### config.mk
export PLATFORM = sky130hd
export DESIGN_NAME = spmmio
export DESIGN_NICKNAME = d
export VERILOG_FILES = /design/src/spmmio_pkg.sv /design/src/spmmio.sv /design/src/spmmio_fifo.sv /design/src/spmmio_keyboard.sv /design/src/spmmio_misc.sv /design/src/spmmio_sram.sv /design/src/spmmio_uart.sv
export SDC_FILE = /design/constraint.sdc
export NUM_CORES = 1
export LEC_CHECK = 0
export CORE_ASPECT_RATIO = 1.75
export CORE_MARGIN = 3
export CORE_UTILIZATION = 45
export DETAILED_ROUTE_END_ITERATION = 6
export DONT_BUFFER_PORTS = 1
export MAX_ROUTING_LAYER = met4
export SYNTH_ARGS = -nofsm -noshare
export SYNTH_HDL_FRONTEND = slang
export SYNTH_SLANG_ARGS = --single-unit
### constraint.sdc
create_clock -name clk -period 4.1 [get_ports clk]
set_input_delay 0.205 -clock clk [delete_from_list [all_inputs] [get_ports clk]]
set_output_delay 0.205 -clock clk [all_outputs]
set_load 0.005 [all_outputs]
### src/spmmio_pkg.sv
package spmmio_pkg;

   typedef struct packed {
      logic [0:23] adr;  // Word address, bit 21 is the last significant one
      logic        cyc;
      logic        stb;
      logic        we;
      logic [0:3]  sel;
      logic [0:31] dat;
   } mmio_req_t;

   typedef struct packed {
      logic        ack;
      logic [0:31] dat;
   } mmio_rsp_t;

   // Unit byte, adr[0:7]
   localparam logic [0:7] UNIT_MISC = 8'h00;
   localparam logic [0:7] UNIT_UART = 8'h01;
   localparam logic [0:7] UNIT_SRAM = 8'h02;
   localparam logic [0:7] UNIT_KBD  = 8'h03;

   localparam int REG_LSB = 21;
   localparam int REG_W   = 4;

   localparam logic [0:REG_W-1] MISC_LED  = 4'd0;
   localparam logic [0:REG_W-1] MISC_SW   = 4'd1;
   localparam logic [0:REG_W-1] MISC_RGB  = 4'd2;
   localparam logic [0:REG_W-1] MISC_ACT  = 4'd3;
   localparam logic [0:REG_W-1] UART_DATA = 4'd0;
   localparam logic [0:REG_W-1] UART_STAT = 4'd1;
   localparam logic [0:REG_W-1] KBD_EVENT = 4'd0;
   localparam logic [0:REG_W-1] KBD_CTRL  = 4'd1;
   localparam logic [0:REG_W-1] KBD_STAT  = 4'd2;

   localparam int UART_DIV   = 8;  // Clocks per bit
   localparam int UART_DIV_W = $clog2(UART_DIV);
   localparam logic [UART_DIV_W-1:0] UART_DIV_HALF = UART_DIV_W'(UART_DIV / 2);
   localparam logic [UART_DIV_W-1:0] UART_DIV_LAST = UART_DIV_W'(UART_DIV - 1);

   localparam int FIFO_DEPTH = 4;
   localparam int FIFO_AW    = $clog2(FIFO_DEPTH);
   localparam int SRAM_WORDS = 16;

   typedef struct packed {
      logic       isup;
      logic [0:3] shift_state;
      logic [0:6] keycode;
   } kbd_event_t;

endpackage

### src/spmmio.sv
`timescale 1ns/1ps

module spmmio (
   input  logic        clk,
   input  logic        rst_n_i,

   input  logic [0:23] adr_i,
   input  logic        cyc_i,
   input  logic        stb_i,
   input  logic        we_i,
   input  logic [0:3]  sel_i,
   input  logic [0:31] dat_i,
   output logic        ack_o,
   output logic [0:31] dat_o,

   output logic        led_red_o,
   output logic        led_green_o,
   output logic [0:4]  sw_reset_o,
   output logic [0:3]  sw_enable_o,
   output logic [0:23] led1_rgb_o,
   input  logic [1:3]  drive_activity_i,

   output logic        uart_txd_o,
   input  logic        uart_rxd_i,

   input  logic        keypress_i,
   input  logic        keypress_isup_i,
   input  logic [0:6]  keycode_i,
   input  logic [0:3]  shift_state_i,
   output logic        keyboard_block_o
);

   spmmio_pkg::mmio_req_t bus_req;
   spmmio_pkg::mmio_req_t misc_req;
   spmmio_pkg::mmio_req_t uart_req;
   spmmio_pkg::mmio_req_t sram_req;
   spmmio_pkg::mmio_req_t kbd_req;
   spmmio_pkg::mmio_rsp_t misc_rsp;
   spmmio_pkg::mmio_rsp_t uart_rsp;
   spmmio_pkg::mmio_rsp_t sram_rsp;
   spmmio_pkg::mmio_rsp_t kbd_rsp;

   assign bus_req = '{adr: adr_i, cyc: cyc_i, stb: stb_i, we: we_i, sel: sel_i, dat: dat_i};

   always_comb begin
      misc_req     = bus_req;
      uart_req     = bus_req;
      sram_req     = bus_req;
      kbd_req      = bus_req;
      misc_req.stb = 1'b0;
      uart_req.stb = 1'b0;
      sram_req.stb = 1'b0;
      kbd_req.stb  = 1'b0;
      ack_o        = cyc_i && stb_i;  // Unmapped units ack at once
      dat_o        = '0;

      case (adr_i[0:7])
         spmmio_pkg::UNIT_MISC: begin
            misc_req.stb = stb_i;
            ack_o        = misc_rsp.ack;
            dat_o        = misc_rsp.dat;
         end
         spmmio_pkg::UNIT_UART: begin
            uart_req.stb = stb_i;
            ack_o        = uart_rsp.ack;
            dat_o        = uart_rsp.dat;
         end
         spmmio_pkg::UNIT_SRAM: begin
            sram_req.stb = stb_i;
            ack_o        = sram_rsp.ack;  // One wait state
            dat_o        = sram_rsp.dat;
         end
         spmmio_pkg::UNIT_KBD: begin
            kbd_req.stb = stb_i;
            ack_o       = kbd_rsp.ack;
            dat_o       = kbd_rsp.dat;
         end
         default: ;
      endcase
   end

   spmmio_misc misc (
      .clk(clk), .rst_n_i(rst_n_i), .req_i(misc_req), .rsp_o(misc_rsp),
      .led_red_o(led_red_o), .led_green_o(led_green_o),
      .sw_reset_o(sw_reset_o), .sw_enable_o(sw_enable_o),
      .led1_rgb_o(led1_rgb_o), .drive_activity_i(drive_activity_i));

   spmmio_uart uart (
      .clk(clk), .rst_n_i(rst_n_i), .req_i(uart_req), .rsp_o(uart_rsp),
      .uart_txd_o(uart_txd_o), .uart_rxd_i(uart_rxd_i));

   spmmio_sram sram (
      .clk(clk), .rst_n_i(rst_n_i), .req_i(sram_req), .rsp_o(sram_rsp));

   spmmio_keyboard keyboard (
      .clk(clk), .rst_n_i(rst_n_i), .req_i(kbd_req), .rsp_o(kbd_rsp),
      .keypress_i(keypress_i), .keypress_isup_i(keypress_isup_i),
      .keycode_i(keycode_i), .shift_state_i(shift_state_i),
      .keyboard_block_o(keyboard_block_o));

endmodule

### src/spmmio_fifo.sv
`timescale 1ns/1ps

module spmmio_fifo #(
   parameter type payload_t = logic [7:0]
) (
   input  logic     clk,
   input  logic     rst_n_i,
   input  logic     push_i,
   input  payload_t data_i,
   input  logic     pop_i,
   output payload_t data_o,
   output logic     empty_o,
   output logic     full_o
);

   payload_t                          mem [spmmio_pkg::FIFO_DEPTH];
   logic [spmmio_pkg::FIFO_AW-1:0]    wr_ptr;
   logic [spmmio_pkg::FIFO_AW-1:0]    rd_ptr;
   logic [spmmio_pkg::FIFO_AW:0]      count;
   logic                              do_push;
   logic                              do_pop;

   assign do_push = push_i && !full_o;  // Full drops the push
   assign do_pop  = pop_i && !empty_o;

   always_ff @(posedge clk) begin
      if (do_push)
         mem[wr_ptr] <= data_i;
   end

   always_ff @(posedge clk) begin
      if (!rst_n_i) begin
         wr_ptr <= '0;
         rd_ptr <= '0;
         count  <= '0;
      end else begin
         if (do_push)
            wr_ptr <= wr_ptr + 1'b1;  // Depth is a power of two
         if (do_pop)
            rd_ptr <= rd_ptr + 1'b1;
         if (do_push && !do_pop)
            count <= count + 1'b1;
         else if (do_pop && !do_push)
            count <= count - 1'b1;
      end
   end

   // Fall-through head
   assign data_o  = mem[rd_ptr];
   assign empty_o = (count == '0);
   assign full_o  = (count == (spmmio_pkg::FIFO_AW + 1)'(spmmio_pkg::FIFO_DEPTH));

endmodule

### src/spmmio_keyboard.sv
`timescale 1ns/1ps

module spmmio_keyboard (
   input  logic                  clk,
   input  logic                  rst_n_i,
   input  spmmio_pkg::mmio_req_t req_i,
   output spmmio_pkg::mmio_rsp_t rsp_o,
   input  logic                  keypress_i,
   input  logic                  keypress_isup_i,
   input  logic [0:6]            keycode_i,
   input  logic [0:3]            shift_state_i,
   output logic                  keyboard_block_o
);

   logic [0:spmmio_pkg::REG_W-1] regno;
   logic                         rd;
   logic                         wr;
   logic                         kp_q;
   spmmio_pkg::kbd_event_t       ev_q;
   spmmio_pkg::kbd_event_t       ev_head;
   logic                         ev_empty;
   logic                         ev_full;
   logic                         overrun;

   assign regno = req_i.adr[spmmio_pkg::REG_LSB -: spmmio_pkg::REG_W];
   assign rd    = req_i.cyc && req_i.stb && !req_i.we;
   assign wr    = req_i.cyc && req_i.stb && req_i.we;

   always_ff @(posedge clk) begin
      if (!rst_n_i)
         kp_q <= 1'b0;
      else
         kp_q <= keypress_i;
   end

   always_ff @(posedge clk) begin
      ev_q <= '{isup: keypress_isup_i, shift_state: shift_state_i, keycode: keycode_i};
   end

   // Queued even while blocked
   spmmio_fifo #(.payload_t(spmmio_pkg::kbd_event_t)) event_fifo (
      .clk(clk), .rst_n_i(rst_n_i),
      .push_i(kp_q), .data_i(ev_q),
      .pop_i(rd && regno == spmmio_pkg::KBD_EVENT), .data_o(ev_head),
      .empty_o(ev_empty), .full_o(ev_full));

   always_ff @(posedge clk) begin
      if (!rst_n_i) begin
         keyboard_block_o <= 1'b0;
         overrun          <= 1'b0;
      end else begin
         if (wr && regno == spmmio_pkg::KBD_CTRL && req_i.sel[0])
            keyboard_block_o <= req_i.dat[0];
         if (kp_q && ev_full)
            overrun <= 1'b1;
         else if (rd && regno == spmmio_pkg::KBD_STAT)
            overrun <= 1'b0;
      end
   end

   always_comb begin
      rsp_o.ack = req_i.cyc && req_i.stb;
      rsp_o.dat = '0;
      case (regno)
         spmmio_pkg::KBD_EVENT: if (!ev_empty) rsp_o.dat[19:31] = {ev_head, 1'b1};  // Valid at 31
         spmmio_pkg::KBD_CTRL:  rsp_o.dat[0] = keyboard_block_o;
         spmmio_pkg::KBD_STAT:  rsp_o.dat[0] = overrun;
         default: ;
      endcase
   end

endmodule

### src/spmmio_misc.sv
`timescale 1ns/1ps

module spmmio_misc (
   input  logic                  clk,
   input  logic                  rst_n_i,
   input  spmmio_pkg::mmio_req_t req_i,
   output spmmio_pkg::mmio_rsp_t rsp_o,
   output logic                  led_red_o,
   output logic                  led_green_o,
   output logic [0:4]            sw_reset_o,
   output logic [0:3]            sw_enable_o,
   output logic [0:23]           led1_rgb_o,
   input  logic [1:3]            drive_activity_i
);

   logic [0:spmmio_pkg::REG_W-1] regno;
   logic                         wr;
   logic [0:31]                  rd_img;
   logic [0:31]                  wr_img;

   // Byte lane 0 is dat[0:7]
   function automatic logic [0:31] merge(input logic [0:31] old_v, input logic [0:31] new_v,
                                         input logic [0:3] sel);
      logic [0:31] res;
      res = old_v;
      for (int b = 0; b < 4; b++) begin
         if (sel[b])
            res[b*8 +: 8] = new_v[b*8 +: 8];
      end
      return res;
   endfunction

   assign regno = req_i.adr[spmmio_pkg::REG_LSB -: spmmio_pkg::REG_W];
   assign wr    = req_i.cyc && req_i.stb && req_i.we;

   always_comb begin
      case (regno)
         spmmio_pkg::MISC_LED: rd_img = {30'b0, led_red_o, led_green_o};
         spmmio_pkg::MISC_SW:  rd_img = {19'b0, sw_reset_o, 4'b0, sw_enable_o};
         spmmio_pkg::MISC_RGB: rd_img = {8'b0, led1_rgb_o};
         spmmio_pkg::MISC_ACT: rd_img = {29'b0, drive_activity_i};  // Read only
         default:              rd_img = '0;
      endcase
   end

   assign wr_img    = merge(rd_img, req_i.dat, req_i.sel);
   assign rsp_o.ack = req_i.cyc && req_i.stb;
   assign rsp_o.dat = rd_img;

   always_ff @(posedge clk) begin
      if (!rst_n_i) begin
         led_red_o   <= 1'b0;
         led_green_o <= 1'b0;
         sw_reset_o  <= '0;
         sw_enable_o <= '0;
         led1_rgb_o  <= '0;
      end else if (wr) begin
         case (regno)
            spmmio_pkg::MISC_LED: {led_red_o, led_green_o} <= wr_img[30:31];
            spmmio_pkg::MISC_SW: begin
               sw_reset_o  <= wr_img[19:23];
               sw_enable_o <= wr_img[28:31];
            end
            spmmio_pkg::MISC_RGB: led1_rgb_o <= wr_img[8:31];
            default: ;
         endcase
      end
   end

endmodule

### src/spmmio_sram.sv
`timescale 1ns/1ps

module spmmio_sram (
   input  logic                  clk,
   input  logic                  rst_n_i,
   input  spmmio_pkg::mmio_req_t req_i,
   output spmmio_pkg::mmio_rsp_t rsp_o
);

   logic [0:31]                  mem [spmmio_pkg::SRAM_WORDS];
   logic [0:spmmio_pkg::REG_W-1] idx;
   logic                         req_act;
   logic                         ack_q;
   logic [0:31]                  rd_q;

   assign idx     = req_i.adr[spmmio_pkg::REG_LSB -: spmmio_pkg::REG_W];
   assign req_act = req_i.cyc && req_i.stb;

   // First edge captures data, second edge acks
   always_ff @(posedge clk) begin
      if (!rst_n_i)
         ack_q <= 1'b0;
      else
         ack_q <= req_act && !ack_q;
   end

   always_ff @(posedge clk) begin
      if (req_act && !ack_q)
         rd_q <= mem[idx];
   end

   // Write lands on the acknowledging edge
   always_ff @(posedge clk) begin
      if (req_act && ack_q && req_i.we) begin
         for (int b = 0; b < 4; b++) begin
            if (req_i.sel[b])
               mem[idx][b*8 +: 8] <= req_i.dat[b*8 +: 8];
         end
      end
   end

   assign rsp_o.ack = ack_q && req_act;
   assign rsp_o.dat = rd_q;

endmodule

### src/spmmio_uart.sv
`timescale 1ns/1ps

module spmmio_uart (
   input  logic                  clk,
   input  logic                  rst_n_i,
   input  spmmio_pkg::mmio_req_t req_i,
   output spmmio_pkg::mmio_rsp_t rsp_o,
   output logic                  uart_txd_o,
   input  logic                  uart_rxd_i
);

   logic [0:spmmio_pkg::REG_W-1]        regno;
   logic                                rd;
   logic                                tx_start;
   logic                                tx_busy;
   logic [spmmio_pkg::UART_DIV_W-1:0]   tx_div;
   logic [3:0]                          tx_bits;
   logic [9:0]                          tx_shift;
   logic [1:0]                          rxd_sync;
   logic                                rx_busy;
   logic [spmmio_pkg::UART_DIV_W-1:0]   rx_div;
   logic [3:0]                          rx_bits;
   logic [7:0]                          rx_shift;
   logic                                rx_push;
   logic [7:0]                          rx_byte;
   logic                                rx_empty;
   logic                                rx_full;
   logic                                overrun;

   assign regno    = req_i.adr[spmmio_pkg::REG_LSB -: spmmio_pkg::REG_W];
   assign rd       = req_i.cyc && req_i.stb && !req_i.we;
   assign tx_start = req_i.cyc && req_i.stb && req_i.we && regno == spmmio_pkg::UART_DATA
                     && !tx_busy;  // Busy writes are dropped
   assign uart_txd_o = tx_shift[0];

   // Stop, data LSB first, start
   always_ff @(posedge clk) begin
      if (!rst_n_i) begin
         tx_busy  <= 1'b0;
         tx_div   <= '0;
         tx_bits  <= '0;
         tx_shift <= '1;
      end else if (tx_busy) begin
         if (tx_div == spmmio_pkg::UART_DIV_LAST) begin
            tx_div   <= '0;
            tx_shift <= {1'b1, tx_shift[9:1]};
            if (tx_bits == 4'd9)
               tx_busy <= 1'b0;
            else
               tx_bits <= tx_bits + 4'd1;
         end else begin
            tx_div <= tx_div + 1'b1;
         end
      end else if (tx_start) begin
         tx_busy  <= 1'b1;
         tx_div   <= '0;
         tx_bits  <= '0;
         tx_shift <= {1'b1, req_i.dat[24:31], 1'b0};
      end
   end

   always_ff @(posedge clk) begin
      if (!rst_n_i) begin
         rxd_sync <= 2'b11;
         rx_busy  <= 1'b0;
         rx_div   <= '0;
         rx_bits  <= '0;
         rx_push  <= 1'b0;
      end else begin
         rxd_sync <= {rxd_sync[0], uart_rxd_i};
         rx_push  <= 1'b0;
         if (!rx_busy) begin
            if (!rxd_sync[1]) begin
               rx_busy <= 1'b1;
               rx_div  <= spmmio_pkg::UART_DIV_HALF;  // Aim at mid-bit
               rx_bits <= '0;
            end
         end else if (rx_div == spmmio_pkg::UART_DIV_LAST) begin
            rx_div <= '0;
            if (rx_bits == 4'd0 && rxd_sync[1]) begin
               rx_busy <= 1'b0;  // Glitch, not a start bit
            end else if (rx_bits == 4'd9) begin
               rx_busy <= 1'b0;
               rx_push <= rxd_sync[1];  // Framing error drops the byte
            end else begin
               if (rx_bits != 4'd0)
                  rx_shift <= {rxd_sync[1], rx_shift[7:1]};
               rx_bits <= rx_bits + 4'd1;
            end
         end else begin
            rx_div <= rx_div + 1'b1;
         end
      end
   end

   spmmio_fifo #(.payload_t(logic [7:0])) rx_fifo (
      .clk(clk), .rst_n_i(rst_n_i),
      .push_i(rx_push), .data_i(rx_shift),
      .pop_i(rd && regno == spmmio_pkg::UART_DATA), .data_o(rx_byte),
      .empty_o(rx_empty), .full_o(rx_full));

   always_ff @(posedge clk) begin
      if (!rst_n_i)
         overrun <= 1'b0;
      else if (rx_push && rx_full)
         overrun <= 1'b1;
      else if (rd && regno == spmmio_pkg::UART_STAT)
         overrun <= 1'b0;
   end

   always_comb begin
      rsp_o.ack = req_i.cyc && req_i.stb;
      rsp_o.dat = '0;
      case (regno)
         spmmio_pkg::UART_DATA: if (!rx_empty) rsp_o.dat[24:31] = rx_byte;
         spmmio_pkg::UART_STAT: rsp_o.dat[0:2] = {tx_busy, !rx_empty, overrun};
         default: ;
      endcase
   end

endmodule
Word level (Yosys, flattened, before mapping). Memory sizes are Yosys's and may differ from the RTL's. A register that Yosys moved wholly into a read port is not among the register bits. Index checks and enable logic that the tools add are counted.

Register bits after elaboration: 103. Latch bits: 0. RAM bits: 592. ROM bits: 0. Input bits: 82. Output and inout bits: 70. Word-level logic and storage cells: 200. Memories kept: 3.

Memories: sram.mem (words 16, bits a word 32, rd ports 1, clocked after Yosys merged registers in 1, wr ports 1, RTL line spmmio_sram.sv:10) `logic [0:31] mem [spmmio_pkg::SRAM_WORDS];`; keyboard.event_fifo.mem (words 4, bits a word 12, rd ports 1, clocked after Yosys merged registers in 1, wr ports 1, RTL line spmmio_fifo.sv:16) `payload_t mem [spmmio_pkg::FIFO_DEPTH];`; uart.rx_fifo.mem (words 4, bits a word 8, rd ports 1, clocked after Yosys merged registers in 1, wr ports 1, RTL line spmmio_fifo.sv:16).

$add $sub $neg: 12. Multipliers: 0. Div/mod/pow operators: 0. Order comparisons: 0. Equality and inequality tests: 18. Shift-type cells: 0. Mux-type cells: 71. Bitwise logic cells: 5. Reduce and logical (&&, ||, !) cells: 62.

Operators with widths (number): 32-bit case mux with 4 select lines (1); 24-bit case mux with 4 select lines (1); 8-bit 2-to-1 mux (5); 4-bit 2-to-1 mux (9); 1-bit 2-to-1 mux (33); 3-bit 2-to-1 mux (11); 1-bit logical AND (32); 10-bit 2-to-1 mux (3); 13-bit 2-to-1 mux (2); 8-bit by 2-bit equality test with 1-bit output (second input constant) (2); 3-bit by 1-bit adder with 3-bit output (second input constant) (4); 3-bit equality test (second input constant) (4); 2-bit inequality test (second input constant) (6); 1-bit logical NOT (11); 2-bit nonzero test (5); 2-bit by 1-bit adder with 2-bit output (second input constant) (4); 4-bit by 1-bit adder with 4-bit output (second input constant) (2); 4-bit by 2-bit equality test with 1-bit output (second input constant) (2); 4-bit equality test (second input constant) (2); 8-bit by 1-bit equality test with 1-bit output (second input constant) (1); 4-bit logical NOT (2); 8-bit logical NOT (1); 2-bit 2-to-1 mux (4); 2-bit AND reduction (4); other kinds (11) (17).

Longest topological paths before layout.
Word-level depth: 9. Gate-level depth with buffers: 11. Depth with buffers taken out: 10.

Cells and area by module. Synthesis repeated with hierarchy kept, for this count alone.

Cell total of the unflattened synthesis: 1686. Area total of the unflattened synthesis: 29816.1 µm².

By module, submodules not included: spmmio_sram (times used 1, cells an instance 916, area each 20498.4 µm², sequential area each 16355.7 µm²); spmmio_fifo at keyboard.event_fifo (times used 1, cells an instance 110, area each 2217.1 µm², sequential area each 1621.6 µm²); spmmio_uart (times used 1, cells an instance 208, area each 1951.9 µm², sequential area each 820.8 µm²); spmmio_misc (times used 1, cells an instance 210, area each 1716.6 µm², sequential area each 700.7 µm²); spmmio_fifo at uart.rx_fifo (times used 1, cells an instance 90, area each 1639.1 µm², sequential area each 1141.1 µm²); spmmio (times used 1, cells an instance 90, area each 1137.3 µm², sequential area each 0.0 µm²); spmmio_keyboard (times used 1, cells an instance 62, area each 655.6 µm², sequential area each 300.3 µm²).

Worst setup path after synthesis. OpenSTA, ideal clock, no wires.

Path kind: input to register. From: in adr_i[0] (netlist name). To: reg sram.rd_q[0] (netlist name) (read register of sram.mem), enable pin. Library setup time: 0.461 ns. Arrival: 3.715 ns. Data required time: 3.639 ns. Slack: -0.076 ns. Cell stages on the path: 6. Buffers on the path: 2. Cells stage by stage: or4_4 > buf_6 > or2_1 > clkbuf_1 > nand2b_1 > nor3_1.

Word-level cells in the longest chain between the ends: 4.

Ends and longest elaborated chain: start, declared (RTL line spmmio.sv:7) `input logic [0:23] adr_i,`; 8-bit by 2-bit equality test with 1-bit output (RTL line spmmio.sv:57) `case (adr_i[0:7])`; 1-bit 2-to-1 mux (RTL line spmmio.sv:57); 1-bit logical AND (RTL line spmmio_sram.sv:17) `assign req_act = req_i.cyc && req_i.stb;`; 1-bit logical AND (RTL line spmmio_sram.sv:28) `if (req_act && !ack_q)`; end, declared (RTL line spmmio_sram.sv:14) `logic [0:31] rd_q;`.

No other way between the ends. A chain may end at the register's enable or synchronous reset.

==> reports/metrics.cfg <==
[layout]
num-nets-final = 1784
mostFrequentLayoutCells = sky130_fd_sc_hd__edfxtp_1 (632), sky130_fd_sc_hd__mux4_2 (148), sky130_fd_sc_hd__dfxtp_1 (98)
final_layout_size_suffix_gt1_share_pct = 19.2
final_cell_area_um2 = 32400
layout_commonest_cell = sky130_fd_sc_hd__edfxtp_1
area_growth_pct = 13.6

[yosys]
synth.distinct_cells = 67
mappedNetlistNets = 1708
synthesis.instances = 1605
netlist_area_before_placement_um2 = 28500
synthFlopType = sky130_fd_sc_hd__edfxtp_1
synth_edf_count = 632
yosys_register_bits = 730
ys.warnings.count = 0
async_flop_share_pct = 0
syn_avg_cell_area_um2 = 17.8
synth_seq_area_share_pct = 73.4

[sta]
setup_viol = 0
rsz0062_at_grt = no
final.setup_skew_ns = 0.0237
final-max-slew-violation-count = 0
final.hold.worst_slack_ns = 0.0235
final_period_minus_worst_setup_slack_ns = 2.71
fin_tns_setup_ns = 0
timing.final.crit_share_pct = 66.2
timing.fmax_ghz = 0.369
timing.final.hold_violations = 0
tightest_slew_ns = 1.25
worst_slew_margin_rel_pct = 16.1

[flow_run]
drv_cap = 0

[floorplan]
die_width_um = 196
rows = 121
core_footprint_um2 = 62500
start_util_pct = 45.6
die_h_um = 339
ioPinCount = 152
area_of_the_die_um2 = 66500

[drt]
drt_wl_total_mm = 68.7
detail_route.drc_violations = 0
vias = 15102
dr.pass1.iters = 5
dr.first_iter.drc_count = 1041
route.antenna.remaining_nets = 0
routed_wire_length_per_instance_um = 27.1
route.detailed.vias_per_inst = 5.95

[setup_path]
worst-path-max-fanout = 12
crit_path_end_kind = primary output
crit_type = reg2out
startpoint_type_of_the_worst_setup_path = flop
r2r_end = uart.rx_fifo.count[2]
reg2reg_depth = 9
worst_r2r_startpoint = uart.rx_fifo.count[0]
critical_path_required_ns = 3.89
r2r_slack_ns = 1.46
critPathArrivalTime_ns = 2.51

[power]
power.density_cell_area_nw_per_um2 = 465
irDropWorstVdd_v = 0.000352
leakagePower_nw = 10.2

[global_routing]
grt_start_max_net_pins = 147
global_route.usage.total_pct = 21.2
antenna_found_initial = 4
grt_pass1_vias = 15876
first_pass_grt_wire_length_mm = 102
grt_ovf = 0

[min_path]
min_to = misc.sw_enable_o[3]
hold_path_startpoint = adr_i[18]
worst_hold_path_stage_count = 3
hold_path_class = in2reg

[place]
routability_cong = 0.835
placed_cell_area_um2 = 29500
placement.io_buffers = 0
dp.final_hpwl_mm = 44.5

[cts]
cts_buffer_depth = 3
clkSinkCount = 730
post_cts.resized_instances = 0
cts_root_buf = sky130_fd_sc_hd__clkbuf_16
cts.htree.levels = 3
clk_transition_reported_paths_ns = 0.06
cts_tree = built
cts_made_buffers = 69
clkLatencyLatePin_ns = 0.61

[status]
status = complete, no violations

## Yosys cell counts (9+ instances only)
cell	n	area share (%)
sky130_fd_sc_hd__edfxtp_1	632	67
sky130_fd_sc_hd__mux4_2	148	12
sky130_fd_sc_hd__dfxtp_1	98	6.9
sky130_fd_sc_hd__nand2_1	91	1.2
sky130_fd_sc_hd__nor2_1	86	1.1
sky130_fd_sc_hd__a22oi_1	71	1.9
sky130_fd_sc_hd__clkbuf_1	65	0.86
sky130_fd_sc_hd__a21oi_1	52	0.91
sky130_fd_sc_hd__o21ai_0	49	0.86
sky130_fd_sc_hd__nand3_1	28	0.49
sky130_fd_sc_hd__inv_1	21	0.28
sky130_fd_sc_hd__buf_1	20	0.26
sky130_fd_sc_hd__ha_1	19	0.83
sky130_fd_sc_hd__and2_1	17	0.37
sky130_fd_sc_hd__nor3_1	15	0.26
sky130_fd_sc_hd__a22o_1	13	0.40
sky130_fd_sc_hd__buf_2	12	0.21
sky130_fd_sc_hd__mux2i_1	12	0.42
sky130_fd_sc_hd__nand3b_1	11	0.29
sky130_fd_sc_hd__or2_2	11	0.24
sky130_fd_sc_hd__nand4_1	10	0.22
sky130_fd_sc_hd__nor4_1	10	0.22
sky130_fd_sc_hd__or3_1	9	0.20
## flip-flops by register name (all words and copies together) (netlist names), 2 cells and up, named ones only
signal	count
uart.rx_div	3
uart.rx_fifo.count	3
uart.rx_bits	4
uart.rx_fifo.rd_ptr	2
sram.mem	512
misc.sw_enable_o	4
misc.led1_rgb_o	24
uart.rx_fifo.mem	32
keyboard.ev_q	12
keyboard.event_fifo.count	3
uart.tx_bits	4
uart.rx_fifo.wr_ptr	2
sram.rd_q	32
uart.tx_shift	9
uart.tx_div	3
uart.rxd_sync	2
misc.sw_reset_o	5
keyboard.event_fifo.rd_ptr	2
uart.rx_shift	8
keyboard.event_fifo.wr_ptr	2
keyboard.event_fifo.mem	48
## per-stage QoR
step | setup slack (ns) | utilization (%) | instances | total power [mW]
after floorplan | 0.902 | - | 1605 | 8.59
after global placement | 1.13 | 47.2 | 2349 | 8.62
after detailed placement | 1.11 | 47.2 | 2349 | 8.63
after CTS | 1.30 | 51.8 | 2532 | 15.2
after global routing | 1.25 | 51.8 | 2536 | 15.5
final | 1.39 | 51.8 | 2537 | 15.1
## cells by family (layout without fill, tap and decap cells)
family                   Yosys count  after routing  share of synthesized area [%]
flip-flops                       730            730                           73.4
AND/OR/NAND/NOR                  324            324                           5.79
AO/OA/AOI/OAI                    239            239                           5.70
multiplexers                     161            161                           12.2
buffers and inverters            123            251                           1.74
adder cells (fa/ha/maj)           21             21                          0.974
XOR/XNOR                           7              7                          0.215
other                              0              5                              0
## worst max path at each step
stage | start | endpoint | slack [ns] | cells past startpoint
floorplan | adr_i[0] | sram.rd_q[0] | 0.90 | 6
global placement | adr_i[0] | keyboard.event_fifo.count[2] | 1.13 | 11
detailed placement | adr_i[0] | keyboard.event_fifo.count[2] | 1.11 | 11
CTS | flop | dat_o[27] | 1.30 | 2
global route | flop | dat_o[27] | 1.25 | 2
finish | flop | dat_o[28] | 1.39 | 2
## repair_timing
action	in CTS	in global routing
buffers inserted	0	0
hold buffers	60	0
hold endpoints to repair	584	0
## routing by layer
| layer | GRT usage [%] | wire length (µm) |
|---|---|---|
| met3 | 4.51 | 4670 |
| met1 | 24.4 | 25300 |
| met5 | - | 0 |
| met4 | 8.00 | 2180 |
| met2 | 36.6 | 36500 |
## critical path: stages (launching register included)
cell                      delay [ns]
sky130_fd_sc_hd__dfxtp_1        0.91
sky130_fd_sc_hd__mux4_2         0.61
sky130_fd_sc_hd__a221o_1        0.39
## cell type report
| class | count | area (µm²) |
|---|---|---|
| Timing Repair Buffer | 105 | 948 |
| Antenna cell | 5 | 12.5 |
| Clock inverter | 35 | 393 |
| Multi-Input combinational cell | 752 | 7130 |
| Tap cell | 799 | 1000 |
| Inverter | 23 | 86.3 |
| Fill cell | 5049 | 30100 |
| Clock buffer | 88 | 1880 |
| Sequential cell | 730 | 20900 |
## power breakdown
part	internal [mW]	leakage (nW)	total, mW	switching [mW]
combinational	0.214	2.59	0.506	0.292
clock	3.77	1.11	6.45	2.68
sequential	8.08	6.49	8.10	0.0202
No activity file was read; power rests on OpenSTA's default activity.
